`config.mk`:
```
export PLATFORM = sky130hd
export DESIGN_NAME = pipe_ctrl_top
export DESIGN_NICKNAME = d
export VERILOG_FILES = /design/src/logic/ctrl_pkg.sv /design/src/logic/fetch_decode.sv /design/src/logic/cmd_queue.sv /design/src/logic/mem_port_sequencer.sv /design/src/logic/pipe_ctrl_top.sv
export VERILOG_INCLUDE_DIRS = /design/src /design/src/logic
export SDC_FILE = /design/constraint.sdc
export NUM_CORES = 1
export LEC_CHECK = 0
export ABC_AREA = 1
export BUFFER_PORTS_ARGS = -buffer_cell sky130_fd_sc_hd__buf_2
export CORE_UTILIZATION = 40
export DETAILED_ROUTE_END_ITERATION = 10
export PLACE_DENSITY = 0.68
export REMOVE_ABC_BUFFERS = 1
export SYNTH_ARGS = -nofsm -noshare
export SYNTH_HDL_FRONTEND = slang
export SYNTH_SLANG_ARGS = --single-unit
export TNS_END_PERCENT = 100
```
`constraint.sdc`:
```
create_clock -name clk -period 2.4 [get_ports clk]
set_clock_uncertainty 0.2 [all_clocks]
set_input_delay 0.48 -clock clk [delete_from_list [all_inputs] [get_ports clk]]
set_output_delay 0.48 -clock clk [all_outputs]
set_load 0.02 [all_outputs]
```
`src/logic/ctrl_params.svh`:
```
`ifndef CTRL_PARAMS_SVH
`define CTRL_PARAMS_SVH

// instruction layout
`define CTRL_OPCODE_W 6
`define CTRL_FIELD_W 10

// data bus to memory and port
`define CTRL_DATA_W 16

// commands buffered between decode and sequencer
`define CTRL_QUEUE_DEPTH 2

`endif

```
`src/logic/ctrl_pkg.sv`:
```
`default_nettype none

`include "ctrl_params.svh"

package ctrl_pkg;

    ////////////////////////////////////////////////////////////
    // encodings
    ////////////////////////////////////////////////////////////

    // octal opcode groups: alu 0x, memory 1x, port 2x
    typedef enum logic [`CTRL_OPCODE_W-1:0] {
        op_add   = 6'o00,
        op_sub   = 6'o01,
        op_and   = 6'o02,
        op_or    = 6'o03,
        op_xor   = 6'o04,
        op_addi  = 6'o05,
        op_load  = 6'o10,
        op_store = 6'o11,
        op_in    = 6'o20,
        op_out   = 6'o21
    } opcode_e;

    typedef enum logic [2:0] {
        alu_pass,
        alu_add,
        alu_sub,
        alu_and,
        alu_or,
        alu_xor
    } alu_fn_e;

    typedef enum logic [2:0] {
        kind_alu,
        kind_load,
        kind_store,
        kind_port_in,
        kind_port_out,
        kind_trap
    } cmd_kind_e;

    typedef enum logic {
        fs_fetch,
        fs_hold
    } fetch_state_e;

    typedef enum logic [2:0] {
        ss_idle,
        ss_mem_wait,
        ss_port_up,
        ss_port_down,
        ss_done
    } seq_state_e;

    ////////////////////////////////////////////////////////////
    // bundles
    ////////////////////////////////////////////////////////////

    typedef struct packed {
        opcode_e                   opcode;
        logic [`CTRL_FIELD_W-1:0]  field;
    } instr_t;

    typedef struct packed {
        alu_fn_e  fn;
        logic     use_imm;
        logic     reg_wr;
    } alu_ctrl_t;

    typedef struct packed {
        cmd_kind_e                 kind;
        opcode_e                   opcode;
        logic [`CTRL_FIELD_W-1:0]  field;
    } cmd_t;

    typedef struct packed {
        logic                      wr;
        logic [`CTRL_FIELD_W-1:0]  addr;
    } dmem_req_t;

    typedef struct packed {
        cmd_kind_e                 kind;
        opcode_e                   opcode;
        logic [`CTRL_DATA_W-1:0]   data;
    } retire_t;

endpackage

`default_nettype wire

```
`src/logic/fetch_decode.sv`:
```
`default_nettype none

module fetch_decode (
    input  wire logic                clk,
    input  wire logic                rst_n,
    input  wire logic                instr_valid,
    input  wire ctrl_pkg::instr_t    instr,
    input  wire logic                cmd_ready,
    output logic                     instr_req,
    output logic                     cmd_valid,
    output ctrl_pkg::cmd_t           cmd,
    output logic                     alu_valid,
    output ctrl_pkg::alu_ctrl_t      alu_ctrl
);

    ctrl_pkg::fetch_state_e  state;
    ctrl_pkg::cmd_t          dec_cmd;
    ctrl_pkg::alu_ctrl_t     dec_alu;
    logic                    instr_take;

    assign instr_take = instr_req && instr_valid;

    ////////////////////////////////////////////////////////////
    // opcode decode
    ////////////////////////////////////////////////////////////

    always_comb
    begin
        dec_cmd.kind    = ctrl_pkg::kind_trap;
        dec_cmd.opcode  = instr.opcode;
        dec_cmd.field   = instr.field;
        dec_alu.fn      = ctrl_pkg::alu_pass;
        dec_alu.use_imm = 1'b0;
        dec_alu.reg_wr  = 1'b0;
        case (instr.opcode)
            ctrl_pkg::op_add:   dec_alu.fn = ctrl_pkg::alu_add;
            ctrl_pkg::op_sub:   dec_alu.fn = ctrl_pkg::alu_sub;
            ctrl_pkg::op_and:   dec_alu.fn = ctrl_pkg::alu_and;
            ctrl_pkg::op_or:    dec_alu.fn = ctrl_pkg::alu_or;
            ctrl_pkg::op_xor:   dec_alu.fn = ctrl_pkg::alu_xor;
            ctrl_pkg::op_addi:
            begin
                dec_alu.fn      = ctrl_pkg::alu_add;
                dec_alu.use_imm = 1'b1;
            end
            ctrl_pkg::op_load:  dec_cmd.kind = ctrl_pkg::kind_load;
            ctrl_pkg::op_store: dec_cmd.kind = ctrl_pkg::kind_store;
            ctrl_pkg::op_in:    dec_cmd.kind = ctrl_pkg::kind_port_in;
            ctrl_pkg::op_out:   dec_cmd.kind = ctrl_pkg::kind_port_out;
            // undefined opcodes fall through as traps
            default:            dec_cmd.kind = ctrl_pkg::kind_trap;
        endcase
        if (dec_alu.fn != ctrl_pkg::alu_pass)
        begin
            dec_cmd.kind   = ctrl_pkg::kind_alu;
            dec_alu.reg_wr = 1'b1;
        end
    end

    ////////////////////////////////////////////////////////////
    // fetch fsm
    ////////////////////////////////////////////////////////////

    always_ff @(posedge clk or negedge rst_n)
    begin
        if (!rst_n)
        begin
            state     <= ctrl_pkg::fs_fetch;
            instr_req <= 1'b0;
            cmd_valid <= 1'b0;
            alu_valid <= 1'b0;
        end
        else
        begin
            alu_valid <= 1'b0;
            case (state)
                ctrl_pkg::fs_fetch:
                begin
                    if (instr_take)
                    begin
                        state     <= ctrl_pkg::fs_hold;
                        instr_req <= 1'b0;
                        cmd_valid <= 1'b1;
                        alu_valid <= (dec_cmd.kind == ctrl_pkg::kind_alu);
                    end
                    else
                    begin
                        instr_req <= 1'b1;
                    end
                end
                ctrl_pkg::fs_hold:
                begin
                    // wait for a free queue slot
                    if (cmd_ready)
                    begin
                        state     <= ctrl_pkg::fs_fetch;
                        cmd_valid <= 1'b0;
                        instr_req <= 1'b1;
                    end
                end
                default: state <= ctrl_pkg::fs_fetch;
            endcase
        end
    end

    // decoded payload, qualified by cmd_valid and alu_valid
    always_ff @(posedge clk)
    begin
        if (instr_take)
        begin
            cmd      <= dec_cmd;
            alu_ctrl <= dec_alu;
        end
    end

    a_cmd_stable: assert property (@(posedge clk) disable iff (!rst_n)
        cmd_valid && !cmd_ready |=> cmd_valid && $stable(cmd));

endmodule

`default_nettype wire

```
`src/logic/cmd_queue.sv`:
```
`default_nettype none

`include "ctrl_params.svh"

module cmd_queue (
    input  wire logic            clk,
    input  wire logic            rst_n,
    input  wire logic            cmd_valid,
    input  wire ctrl_pkg::cmd_t  cmd,
    input  wire logic            q_ready,
    output logic                 cmd_ready,
    output logic                 q_valid,
    output ctrl_pkg::cmd_t       q_cmd
);

    localparam int DEPTH = `CTRL_QUEUE_DEPTH;
    localparam int PTR_W = (DEPTH > 1) ? $clog2(DEPTH) : 1;
    localparam int CNT_W = $clog2(DEPTH + 1);

    ctrl_pkg::cmd_t    mem [DEPTH];
    logic [PTR_W-1:0]  wr_ptr;
    logic [PTR_W-1:0]  rd_ptr;
    logic [CNT_W-1:0]  count;
    logic              wr_en;
    logic              rd_en;

    assign cmd_ready = (count != CNT_W'(DEPTH));
    assign q_valid   = (count != '0);
    assign q_cmd     = mem[rd_ptr];
    assign wr_en     = cmd_valid && cmd_ready;
    assign rd_en     = q_valid && q_ready;

    // storage
    always_ff @(posedge clk)
    begin
        if (wr_en)
        begin
            mem[wr_ptr] <= cmd;
        end
    end

    ////////////////////////////////////////////////////////////
    // pointers and fill level
    ////////////////////////////////////////////////////////////

    always_ff @(posedge clk or negedge rst_n)
    begin
        if (!rst_n)
        begin
            wr_ptr <= '0;
            rd_ptr <= '0;
            count  <= '0;
        end
        else
        begin
            if (wr_en)
            begin
                wr_ptr <= (wr_ptr == PTR_W'(DEPTH - 1)) ? '0 : wr_ptr + 1'b1;
            end
            if (rd_en)
            begin
                rd_ptr <= (rd_ptr == PTR_W'(DEPTH - 1)) ? '0 : rd_ptr + 1'b1;
            end
            // simultaneous push and pop leaves the level unchanged
            if (wr_en && !rd_en)
            begin
                count <= count + 1'b1;
            end
            else if (rd_en && !wr_en)
            begin
                count <= count - 1'b1;
            end
        end
    end

    // when full the write slot is the head, so a write would change q_cmd
    a_no_write_full: assert property (@(posedge clk) disable iff (!rst_n)
        count == CNT_W'(DEPTH) && !q_ready |=> $stable(q_cmd));

    a_no_read_empty: assert property (@(posedge clk) disable iff (!rst_n)
        count == '0 |=> $stable(rd_ptr));

endmodule

`default_nettype wire

```
`src/logic/mem_port_sequencer.sv`:
```
`default_nettype none

`include "ctrl_params.svh"

module mem_port_sequencer (
    input  wire logic                     clk,
    input  wire logic                     rst_n,
    input  wire logic                     q_valid,
    input  wire ctrl_pkg::cmd_t           q_cmd,
    input  wire logic                     dmem_valid,
    input  wire logic [`CTRL_DATA_W-1:0]  dmem_rdata,
    input  wire logic                     port_ack,
    input  wire logic [`CTRL_DATA_W-1:0]  port_rdata,
    output logic                          q_ready,
    output logic                          dmem_req_valid,
    output ctrl_pkg::dmem_req_t           dmem_req,
    output logic [`CTRL_DATA_W-1:0]       dmem_wdata,
    output logic                          port_strobe,
    output logic                          retire_valid,
    output ctrl_pkg::retire_t             retire
);

    ctrl_pkg::seq_state_e     state;
    ctrl_pkg::cmd_t           cur_cmd;
    logic [`CTRL_DATA_W-1:0]  ret_data;
    logic                     cmd_take;

    assign q_ready  = (state == ctrl_pkg::ss_idle);
    assign cmd_take = q_valid && q_ready;

    ////////////////////////////////////////////////////////////
    // outputs decoded from state and held command
    ////////////////////////////////////////////////////////////

    assign dmem_req_valid = (state == ctrl_pkg::ss_mem_wait);
    assign dmem_req.wr    = (cur_cmd.kind == ctrl_pkg::kind_store);
    assign dmem_req.addr  = cur_cmd.field;
    // store data is the operand field, zero-extended
    assign dmem_wdata     = {{(`CTRL_DATA_W - `CTRL_FIELD_W){1'b0}}, cur_cmd.field};

    assign port_strobe    = (state == ctrl_pkg::ss_port_up);

    assign retire_valid   = (state == ctrl_pkg::ss_done);
    assign retire.kind    = cur_cmd.kind;
    assign retire.opcode  = cur_cmd.opcode;
    assign retire.data    = ret_data;

    ////////////////////////////////////////////////////////////
    // sequencer fsm
    ////////////////////////////////////////////////////////////

    always_ff @(posedge clk or negedge rst_n)
    begin
        if (!rst_n)
        begin
            state <= ctrl_pkg::ss_idle;
        end
        else
        begin
            case (state)
                ctrl_pkg::ss_idle:
                begin
                    if (q_valid)
                    begin
                        case (q_cmd.kind)
                            ctrl_pkg::kind_load,
                            ctrl_pkg::kind_store:    state <= ctrl_pkg::ss_mem_wait;
                            ctrl_pkg::kind_port_in,
                            ctrl_pkg::kind_port_out: state <= ctrl_pkg::ss_port_up;
                            // alu and trap only need a retire record
                            default:                 state <= ctrl_pkg::ss_done;
                        endcase
                    end
                end
                ctrl_pkg::ss_mem_wait:
                begin
                    if (dmem_valid)
                    begin
                        state <= ctrl_pkg::ss_done;
                    end
                end
                ctrl_pkg::ss_port_up:
                begin
                    if (port_ack)
                    begin
                        state <= ctrl_pkg::ss_port_down;
                    end
                end
                ctrl_pkg::ss_port_down:
                begin
                    // four-phase return to zero
                    if (!port_ack)
                    begin
                        state <= ctrl_pkg::ss_done;
                    end
                end
                ctrl_pkg::ss_done: state <= ctrl_pkg::ss_idle;
                default:           state <= ctrl_pkg::ss_idle;
            endcase
        end
    end

    // command and returned data, valid only with the state above
    always_ff @(posedge clk)
    begin
        if (cmd_take)
        begin
            cur_cmd  <= q_cmd;
            ret_data <= '0;
        end
        else if (state == ctrl_pkg::ss_mem_wait && dmem_valid
                 && cur_cmd.kind == ctrl_pkg::kind_load)
        begin
            ret_data <= dmem_rdata;
        end
        else if (state == ctrl_pkg::ss_port_up && port_ack
                 && cur_cmd.kind == ctrl_pkg::kind_port_in)
        begin
            ret_data <= port_rdata;
        end
    end

    a_dmem_req_stable: assert property (@(posedge clk) disable iff (!rst_n)
        dmem_req_valid && !dmem_valid |=> dmem_req_valid && $stable(dmem_req));

    a_strobe_rise_ack_low: assert property (@(posedge clk) disable iff (!rst_n)
        $rose(port_strobe) |-> !port_ack);

endmodule

`default_nettype wire

```
`src/logic/pipe_ctrl_top.sv`:
```
`default_nettype none

`include "ctrl_params.svh"

module pipe_ctrl_top (
    input  wire logic                     clk,
    input  wire logic                     rst_n,
    // instruction fetch
    output logic                          instr_req,
    input  wire logic                     instr_valid,
    input  wire ctrl_pkg::instr_t         instr,
    // datapath control
    output logic                          alu_valid,
    output ctrl_pkg::alu_ctrl_t           alu_ctrl,
    // data memory
    output logic                          dmem_req_valid,
    output ctrl_pkg::dmem_req_t           dmem_req,
    output logic [`CTRL_DATA_W-1:0]       dmem_wdata,
    input  wire logic                     dmem_valid,
    input  wire logic [`CTRL_DATA_W-1:0]  dmem_rdata,
    // i/o port
    output logic                          port_strobe,
    input  wire logic                     port_ack,
    input  wire logic [`CTRL_DATA_W-1:0]  port_rdata,
    // retire
    output logic                          retire_valid,
    output ctrl_pkg::retire_t             retire
);

    ////////////////////////////////////////////////////////////
    // stage links
    ////////////////////////////////////////////////////////////

    logic            cmd_valid;
    logic            cmd_ready;
    ctrl_pkg::cmd_t  cmd;
    logic            q_valid;
    logic            q_ready;
    ctrl_pkg::cmd_t  q_cmd;

    fetch_decode fetch_decode_i (
        .clk         (clk),
        .rst_n       (rst_n),
        .instr_valid (instr_valid),
        .instr       (instr),
        .cmd_ready   (cmd_ready),
        .instr_req   (instr_req),
        .cmd_valid   (cmd_valid),
        .cmd         (cmd),
        .alu_valid   (alu_valid),
        .alu_ctrl    (alu_ctrl)
    );

    cmd_queue cmd_queue_i (
        .clk       (clk),
        .rst_n     (rst_n),
        .cmd_valid (cmd_valid),
        .cmd       (cmd),
        .q_ready   (q_ready),
        .cmd_ready (cmd_ready),
        .q_valid   (q_valid),
        .q_cmd     (q_cmd)
    );

    mem_port_sequencer mem_port_sequencer_i (
        .clk            (clk),
        .rst_n          (rst_n),
        .q_valid        (q_valid),
        .q_cmd          (q_cmd),
        .dmem_valid     (dmem_valid),
        .dmem_rdata     (dmem_rdata),
        .port_ack       (port_ack),
        .port_rdata     (port_rdata),
        .q_ready        (q_ready),
        .dmem_req_valid (dmem_req_valid),
        .dmem_req       (dmem_req),
        .dmem_wdata     (dmem_wdata),
        .port_strobe    (port_strobe),
        .retire_valid   (retire_valid),
        .retire         (retire)
    );

endmodule

`default_nettype wire

```
==> flow_summary.yaml, run 1 <==
global_routing:
  grt_max_degree: 33
  grt_antenna_before_repair: 0
  grt_first_pass_wirelength_mm: 12.4
  first_global_vias: 2738
  overflow: 0
  grt_usage_pct: 13.8
critical_path:
  cp-start-kind: "flop"
  crit_required_ns: 2.44
  cpLargestDelayFamily: "flip-flops"
  crit_path_cell_trace: "nor2_2 > inv_1 > nor2_1 > o21ai_2 > ha_1 > a21oi_1 > o21ai_0 > xor2_1"
  cp_max_fo: 5
  crit_path_max_incr_delay_ns: 0.44
  crit_slowest_cell: "dfrtp_1"
  worstPathArrival_ns: 2.11
  path_buf_inv: 1
  endpoint_kind: "flop"
  crit_type: "reg2reg"
min_path:
  holdCritPathClass: "in2reg"
sta:
  fmax_mhz: 484
  finalSetupViolations: 0
  tns_ns: 0
  hold_viol: 0
  min_period_ns: 2.07
  slew_violations: 0
  rsz0062_at_grt: "no"
  period_share_pct: 86.1
pwr:
  swShare_pct: 39.0
  power.density_mw_per_mm2: 1240
  share_comb_of_total_power_pct: 36.2
  p_switching_mw: 2.53
  internal-power_mw: 3.96
  p_leak_nw: 2.49
  pwr-share-seq_pct: 48.4
  clockPowerShare_pct: 15.4
  peakVddDrop_mv: 0.502
synth:
  synthTopCellsByArea: "edfxtp_1, nand2_1, dfxtp_1"
  synth_cells: 425
  yosysTopAreaCell: "edfxtp_1"
  synth_cell_types: 29
  yosysWarnings: 0
  ys_ff_latch: 108
  ys_seq_area_share_pct: 67.8
  synth.top_cell.area_share_pct: 54.5
  avgSynthCellArea_um2: 10.5
  syn-cell-area_mm2: 0.00447
layout:
  post-route-util_pct: 48.4
  final_cells: 676
  multi_input_area_mm2: 0.00109
  fin_area_mm2: 0.00525
  nets: 585
  seq_area_mm2: 0.00303
  final_cell_mix: "nand2_1, buf_2, edfxtp_1"
  syn2layout_area_growth_pct: 17.5
  antenna_cells: 0
  nFillCells: 1025
  final_common_cell: "nand2_1"
  drive_gt1_share_pct: 25.9
route:
  drc_errors: 0
  routed_wl_mm: 7.70
  ant_nets: 0
  vias: 3045
  drt_iter0_markers: 176
  vias_per_cell: 4.50
  wire_per_inst_um: 11.4
  drtPass1Iterations: 5
clocking:
  clk_latency_ns: 0.36
  numCtsBuffers: 9
  cts_root_buf: "clkbuf_8"
  cts_buffer_depth: 2
  htree_num_levels: 3
  clk_pin_slew_ns: 0.10
  cts_sinks: 108
  tritoncts: "yes"
placement:
  io_buffer_count: 108
  hpwlAfterDp_mm: 5.65
  globalplace.congestion: 0.799
  dpl_cell_area_mm2: 0.00506
  numPlacedInstances: 659
floorplanning:
  start_util_pct: 41.2
  die-width_um: 108
  num_rows: 38
  die_h_um: 108
  dieArea_mm2: 0.0116
  core_mm2: 0.0108
  io_pins: 115
flow_run:
  drv_cap: 0
status:
  status: "complete, no violations"
-- per-layer routing --
layer  GRT usage [%]  vias to the layer above  routed length [um]
met5               0                        -                   0
met4            3.82                        0                  79
met3            3.57                        7                 281
met2            23.7                       62                3960
met1            17.3                     1423                3380
li1                -                     1553                   -
-- metrics by stage --
stage          power (mW)  hold slack (ns)  worst slack [ns]
3_3_place_gp         5.48            0.157             0.427
4_1_cts              6.56           0.0663             0.339
3_5_place_dp         5.56            0.164             0.367
6_report             6.48           0.0816             0.334
2_1_floorplan        4.68          -0.0156             0.338
5_1_grt              6.92           0.0570             0.152
-- worst paths after layout --
path                       slack (ns)               endpoint                          start  cells after the start
max                              0.33   cmd_queue_i.count[1]  mem_port_sequencer_i.state[0]                      8
min                              0.08  fetch_decode_i.cmd[9]                       instr[9]                      1
max reg2reg                      0.33   cmd_queue_i.count[1]  mem_port_sequencer_i.state[0]                      8
min reg2reg                      0.25  cmd_queue_i.mem[1][7]          fetch_decode_i.cmd[7]                      0
max in group asynchronous        1.46   cmd_queue_i.count[1]                          rst_n                      2
min in group asynchronous        0.34     cmd_queue_i.rd_ptr                          rst_n                      2
-- power by group through the flow --
| stage | registers [mW] | logic [mW] | clock network [mW] |
|---|---|---|---|
| final | 3.14 | 2.35 | 0.998 |
| after global placement | 3.16 | 2.32 | 0 |
| after detailed placement | 3.19 | 2.37 | 0 |
| after global routing | 3.22 | 2.60 | 1.10 |
| after floorplan | 3.67 | 1.01 | 0 |
| after CTS | 3.15 | 2.38 | 1.03 |
-- synthesized netlist by cell type --
| library cell | number |
|---|---|
| o21ai_2 | 1 |
| inv_1 | 43 |
| nand4_1 | 2 |
| edfxtp_1 | 81 |
| and2_1 | 1 |
| nor2_2 | 1 |
| o21ai_0 | 23 |
| clkbuf_1 | 2 |
| xnor2_1 | 1 |
| a31oi_1 | 1 |
| nor3_4 | 1 |
| conb_1 | 1 |
| buf_6 | 5 |
| xor2_1 | 2 |
| nand3_4 | 1 |
| buf_2 | 3 |
| nand2_4 | 1 |
| nor2_4 | 1 |
| nand3_1 | 15 |
| a21oi_1 | 5 |
| dfxtp_1 | 16 |
| nor3_1 | 2 |
| ha_1 | 1 |
| nand2_1 | 115 |
| buf_4 | 17 |
| nor2_1 | 69 |
| o21ai_1 | 2 |
| dfrtp_1 | 11 |
| nand2_2 | 1 |
-- layout make-up --
class,instances,share of cell area [%]
timing repair buffer,117,11.6
multi-input combinational,252,20.9
clock buffer,11,2.50
sequential,108,57.7
inverter,43,3.08
tap,140,3.34
clock inverter,5,0.859
-- sequential cells by signal (all words and copies together), names as in the netlist, 2 cells and up --
register / count
cmd_queue_i.count: 2
cmd_queue_i.mem: 38
fetch_decode_i.alu_ctrl: 5
fetch_decode_i.cmd: 19
mem_port_sequencer_i.dmem_req: 10
mem_port_sequencer_i.ret_data: 16
mem_port_sequencer_i.retire: 9
mem_port_sequencer_i.state: 3
-- logic make-up (layout without fill, tap and decap cells) --
group | count (synthesis) | in the layout | share of synthesized area, %
other | 1 | 6 | 0.0840
DFF | 108 | 108 | 67.8
buffers and inverters | 70 | 176 | 8.24
adders and majority gates | 1 | 1 | 0.280
and+or+nand+nor | 210 | 210 | 19.3
AOI/OAI and AO/OA | 32 | 32 | 3.70
xor gates and xnor gates | 3 | 3 | 0.588
-- repair_timing --
action | in CTS | in global routing
resized for setup | 0 | 0
hold buffers | 1 | 0
buffers inserted | 0 | 0
setup endpoints to repair | 0 | 0
endpoints found under the hold margin | 11 | 0
(Power assumes the default switching activity.)
==> run 2, diff against run 1 <==
Settings changed: CORE_UTILIZATION 40 to 53, PLACE_DENSITY 0.68 to 0.85.
==> run 2 against run 1 <==
Compared with the run above: wire length shrank 1.4%; final cell count shrank 5.3%; largest cell class unchanged; critical endpoint is now port_strobe; die area shrank 24%; clock power grew 5%; register-to-register slack gained 0.05 ns; highest routed layer unchanged; worst setup slack gained 0.028 ns; flip-flop and latch count is the same; via count grew 1.3%; critical path depth shrank 4; global-route usage grew 4.0 points; final area shrank 0.79%.
==> flow_summary.yaml, run 2 (synthesis gave the netlist of run 1 again) <==
sta:
  setup_slack_ns: 0.361
  holdWs_ns: 0.0779
  tns_ns: 0
  min_period_ns: 2.04
  fmax_mhz: 491
  period_share_pct: 84.9
  finalSetupViolations: 0
  slew_violations: 0
  hold_viol: 0
  rsz0062_at_grt: "no"
layout:
  nets: 584
  multi_input_area_mm2: 0.00109
  syn2layout_area_growth_pct: 16.5
  final_cell_mix: "nand2_1, buf_2, edfxtp_1"
  top_register: "cmd_queue_i.mem"
  drive_gt1_share_pct: 25.8
  antenna_cells: 0
  largestRegisters: "cmd_queue_i.mem (38), fetch_decode_i.cmd (19), mem_port_sequencer_i.ret_data (16)"
  post-route-util_pct: 63.7
  final_common_cell: "nand2_1"
  seq_area_mm2: 0.00303
  nFillCells: 614
  largest_reg_flops: 38
critical_path:
  crit_slowest_cell: "dfrtp_1"
  crit_cells: 4
  cpLargestDelayFamily: "flip-flops"
  ff2ff_path_depth: 7
  cp_max_fo: 5
  crit_path_cell_trace: "nor2_2 > nand2_1 > inv_1 > buf_2"
  path_buf_inv: 2
  crit_required_ns: 1.72
  endpoint_kind: "primary output"
  crit_type: "reg2out"
  crit_path_max_incr_delay_ns: 0.44
  cp-start-kind: "flop"
  worstPathArrival_ns: 1.36
clocking:
  cts_sinks: 108
  post_cts_buffers: 0
  htree_num_levels: 3
  clk_pin_slew_ns: 0.11
  numCtsBuffers: 9
  tritoncts: "yes"
  cts_root_buf: "clkbuf_8"
  clk_latency_ns: 0.37
  ctsResizeCount: 0
  hold_buffers: 1
  cts_buffer_depth: 2
pwr:
  peakVddDrop_mv: 0.579
  p_leak_nw: 2.50
  power.density_mw_per_mm2: 1260
  finalPower_mw: 6.53
floorplanning:
  start_util_pct: 54.6
  die_h_um: 93.8
  core_mm2: 0.00818
  num_rows: 33
  die-width_um: 93.8
  io_pins: 115
  dieArea_mm2: 0.00880
global_routing:
  overflow: 0
  grt_antenna_before_repair: 0
  grt_usage_pct: 17.8
  grt_max_degree: 34
  first_global_vias: 2689
  grt_first_pass_wirelength_mm: 11.8
route:
  routed_wl_mm: 7.59
  drt_iter0_markers: 249
  ant_nets: 0
  vias: 3084
  vias_per_cell: 4.82
  drc_errors: 0
  wire_per_inst_um: 11.9
  drtPass1Iterations: 4
placement:
  post-place-ws_ns: 0.417
  globalplace.congestion: 0.751
  hpwlAfterDp_mm: 5.36
  io_buffer_count: 108
min_path:
  hold_depth: 1
  holdCritPathClass: "in2reg"
status:
  status: "complete, no violations"
flow_run:
  drv_cap: 0
[run 2: path summary, 6_finish.rpt]
kind	slack, ns	from	end
worst min-delay path	0.08	instr[8]	fetch_decode_i.cmd[8]
worst max-delay path	0.36	mem_port_sequencer_i.state[0]	port_strobe
min in group asynchronous	0.31	rst_n	mem_port_sequencer_i.state[0]
max in group asynchronous	1.47	rst_n	fetch_decode_i.alu_valid
worst max register to register	0.38	mem_port_sequencer_i.state[0]	mem_port_sequencer_i.dmem_req[4]
worst min register to register	0.25	fetch_decode_i.cmd[10]	cmd_queue_i.mem[1][10]
[run 2: worst register-to-register path, delay by kind of cell, from the launching register on]
kind                   cells  cell delay (ns)
buffers and inverters      4             0.58
DFF                        1             0.44
and+or+nand+nor            2             0.38
AOI/OAI and AO/OA          1             0.10
[run 2: per-layer routing]
metal  vias up  track usage [%]  wire length [um]
met5         -                0                 0
met3        11             4.77               395
met1      1426             21.9              3180
met4         0             7.95               121
li1       1563                -                 -
met2        84             29.4              3900
[run 2: area by class of cell]
cell class              count  area share (%)
inverters                  43            3.10
flip-flops and latches    108            58.2
clock inverters             7            1.25
well taps                 105            2.52
clock buffers               9            2.38
multi-input cells         252            21.0
repair buffers            116            11.6
[run 2: metrics by stage]
stage / cell area (um^2) / cells
after floorplan: 4280 / 403
after global placement: 5010 / 623
after detailed placement: 5010 / 623
after CTS: 5200 / 640
after global routing: 5200 / 640
final: 5200 / 640
[run 2: power by group]
part | internal (mW) | switching (mW)
clock network | 0.407 | 0.642
registers | 2.83 | 0.292
logic | 0.729 | 1.63
==> run 3, diff against run 2 <==
Settings changed: ABC_AREA 1 to 0, CORE_UTILIZATION 53 to 47, PLACE_DENSITY 0.85 to 0.81.
Clock period 2.4 ns to 1.75 ns, I/O delays scaled along.
==> run 3 against run 2 <==
Compared with the run above: the flow now finishes with violations (negative setup slack); global-route usage down 0.41 points; sequential power grew 35%; utilization decreased by 0.63 points; sequential share of layout area fell by 3.0 points; synthesized area is 4.9% lower; highest routed layer unchanged; non-clock buffer count is 28 higher; via count down 12%; combinational power up 54%; wire length is 6.1% higher; largest power group unchanged; flip-flop and latch count unchanged.
==> flow_summary.yaml, run 3 <==
status:
  status: "finished, violations left"
  violations: "negative setup slack"
critical_path:
  crit_required_ns: 1.20
  worstPathArrival_ns: 1.29
  endpoint_kind: "primary output"
  cp-startpoint: "mem_port_sequencer_i.state[0]"
  cp-start-kind: "flop"
  reg2reg_from: "mem_port_sequencer_i.state[2]"
  crit_type: "reg2out"
  cp_max_fo: 3
sta:
  min_period_ns: 1.84
  hold_viol: 0
  rsz0062_at_grt: "yes"
  period_share_pct: 105
  fmax_mhz: 543
  setup_slack_ns: -0.0904
  slew_violations: 0
  finalSetupViolations: 17
  tns_ns: -0.507
route:
  drt_iter0_markers: 98
  vias_per_cell: 5.16
  ant_nets: 0
  drc_errors: 0
  drtPass1Iterations: 4
  vias: 2725
  wire_per_inst_um: 15.3
  routed_wl_mm: 8.06
synth:
  avgSynthCellArea_um2: 15.0
  synth_fa_ha_area_share_pct: 0.294
  synth_xor_area_share_pct: 1.44
  synth_cells: 283
  yosysWarnings: 0
  ys_seq_area_share_pct: 71.3
  synthSimpleGateAreaFrac_pct: 6.07
  synth-compound-area-share_pct: 8.75
  synth_top_family_by_area: "compound AO/OA/AOI/OAI gates"
  yosysTopAreaCell: "edfxtp_1"
  synth.most_common_cell: "edfxtp_1"
  synthTopCellsByCount: "edfxtp_1, inv_1, buf_4, o22ai_1, dfxtp_1"
  synthTopCellsByArea: "edfxtp_1, dfxtp_1, dfrtp_1"
  muxShareOfSynthArea_pct: 5.45
  async_flop_share_pct: 10.2
  syn-cell-area_mm2: 0.00425
  synth.top_cell.area_share_pct: 57.2
  synth_flop_cell: "edfxtp_1"
  synth_cell_types: 42
  synth-edff-count: 81
  ys_ff_latch: 108
clocking:
  clk_latency_ns: 0.36
  cts_root_buf: "clkbuf_8"
  cts_buffer_depth: 2
  clk_pin_slew_ns: 0.11
  numCtsBuffers: 9
  htree_num_levels: 3
  tritoncts: "yes"
  cts_sinks: 108
floorplanning:
  num_rows: 34
  core_mm2: 0.00872
  io_pins: 115
  start_util_pct: 48.7
  die_h_um: 97.1
  die-width_um: 97.1
  dieArea_mm2: 0.00942
pwr:
  p_leak_nw: 2.16
  power.density_mw_per_mm2: 1690
  peakVddDrop_mv: 1.08
layout:
  syn2layout_area_growth_pct: 29.4
  largest_reg_flops: 38
  top_register: "cmd_queue_i.mem"
  final_common_cell: "buf_2"
  nets: 469
  nFillCells: 615
  largestRegisters: "cmd_queue_i.mem (38), fetch_decode_i.cmd (19), mem_port_sequencer_i.ret_data (16)"
  post-route-util_pct: 63.0
  seq_area_mm2: 0.00303
  multi_input_area_mm2: 0.00114
  final_cells: 528
  final_cell_mix: "buf_2, edfxtp_1, inv_1"
  drive_gt1_share_pct: 48.8
  antenna_cells: 0
global_routing:
  grt_antenna_before_repair: 0
  grt_max_degree: 25
  grt_usage_pct: 17.4
  grt_first_pass_wirelength_mm: 12.8
  overflow: 0
  first_global_vias: 2748
placement:
  globalplace.congestion: 0.842
  io_buffer_count: 108
  numPlacedInstances: 491
  hpwlAfterDp_mm: 5.24
  post-place-ws_ns: -0.250
flow_run:
  drv_cap: 0
min_path:
  holdCritPathClass: "in2reg"
  worstHoldStart: "instr[12]"
## run 3: timing repair
action	CTS	global route
endpoints found under the setup margin	17	44
buffers inserted	2	6
gates resized for setup	35	13
cloned	1	0
pin swaps	1	4
hold buffers	12	0
hold endpoints to repair	22	0
## run 3: area by class of cell
cell class	instances	share of cell area, %
flip-flops and latches	108	55.2
well taps	108	2.46
clock inverters	6	1.02
repair buffers	144	16.6
multi-input cells	128	20.8
clock buffers	10	2.32
inverters	24	1.64
## run 3: layer usage
metal,vias up,routed length (um),track usage [%]
met5,-,0,0
met4,0,205,8.04
met3,19,334,2.95
met2,101,4240,30.3
met1,1318,3280,21.2
li1,1287,-,-
## run 3: worst paths after layout
path / cells past startpoint / slack (ns) / endpoint
max: 3 / -0.09 / dmem_req_valid
min: 1 / 0.05 / fetch_decode_i.cmd[12]
max reg2reg: 5 / -0.05 / mem_port_sequencer_i.ret_data[11]
min reg2reg: 0 / 0.25 / cmd_queue_i.mem[0][9]
max in group asynchronous: 2 / 0.92 / cmd_queue_i.rd_ptr
min in group asynchronous: 2 / 0.18 / fetch_decode_i.state
## run 3: where the power goes
| group | leakage, nW | switching (mW) | internal (mW) |
|---|---|---|---|
| Sequential | 1.02 | 0.422 | 3.82 |
| Clock | 0.0909 | 0.858 | 0.549 |
| Combinational | 1.05 | 2.12 | 1.52 |
## run 3: worst max-delay path, cell delays in order (launching register included)
cell and delay (ns):
dfrtp_1 0.41, buf_4 0.13, nor3b_4 0.24, buf_6 0.16
## run 3: per-stage QoR
stage	power, mW	instance area (um^2)	hold slack, ns
floorplan	6.18	4080	-0.146
global placement	7.28	4910	0.0379
detailed placement	7.44	4910	0.0513
CTS	9.11	5400	0.0269
global route	9.78	5500	0.0346
finish	9.29	5500	0.0517
## run 3: cells by family (layout without fill, tap and decap cells)
family          after synthesis  in the layout
flops                       108            108
mux                          21             21
other cells                   1              6
buf+inv                      53            184
compound gates               49             49
fa+ha+maj                     1              1
simple gates                 43             44
xor+xnor                      7              7
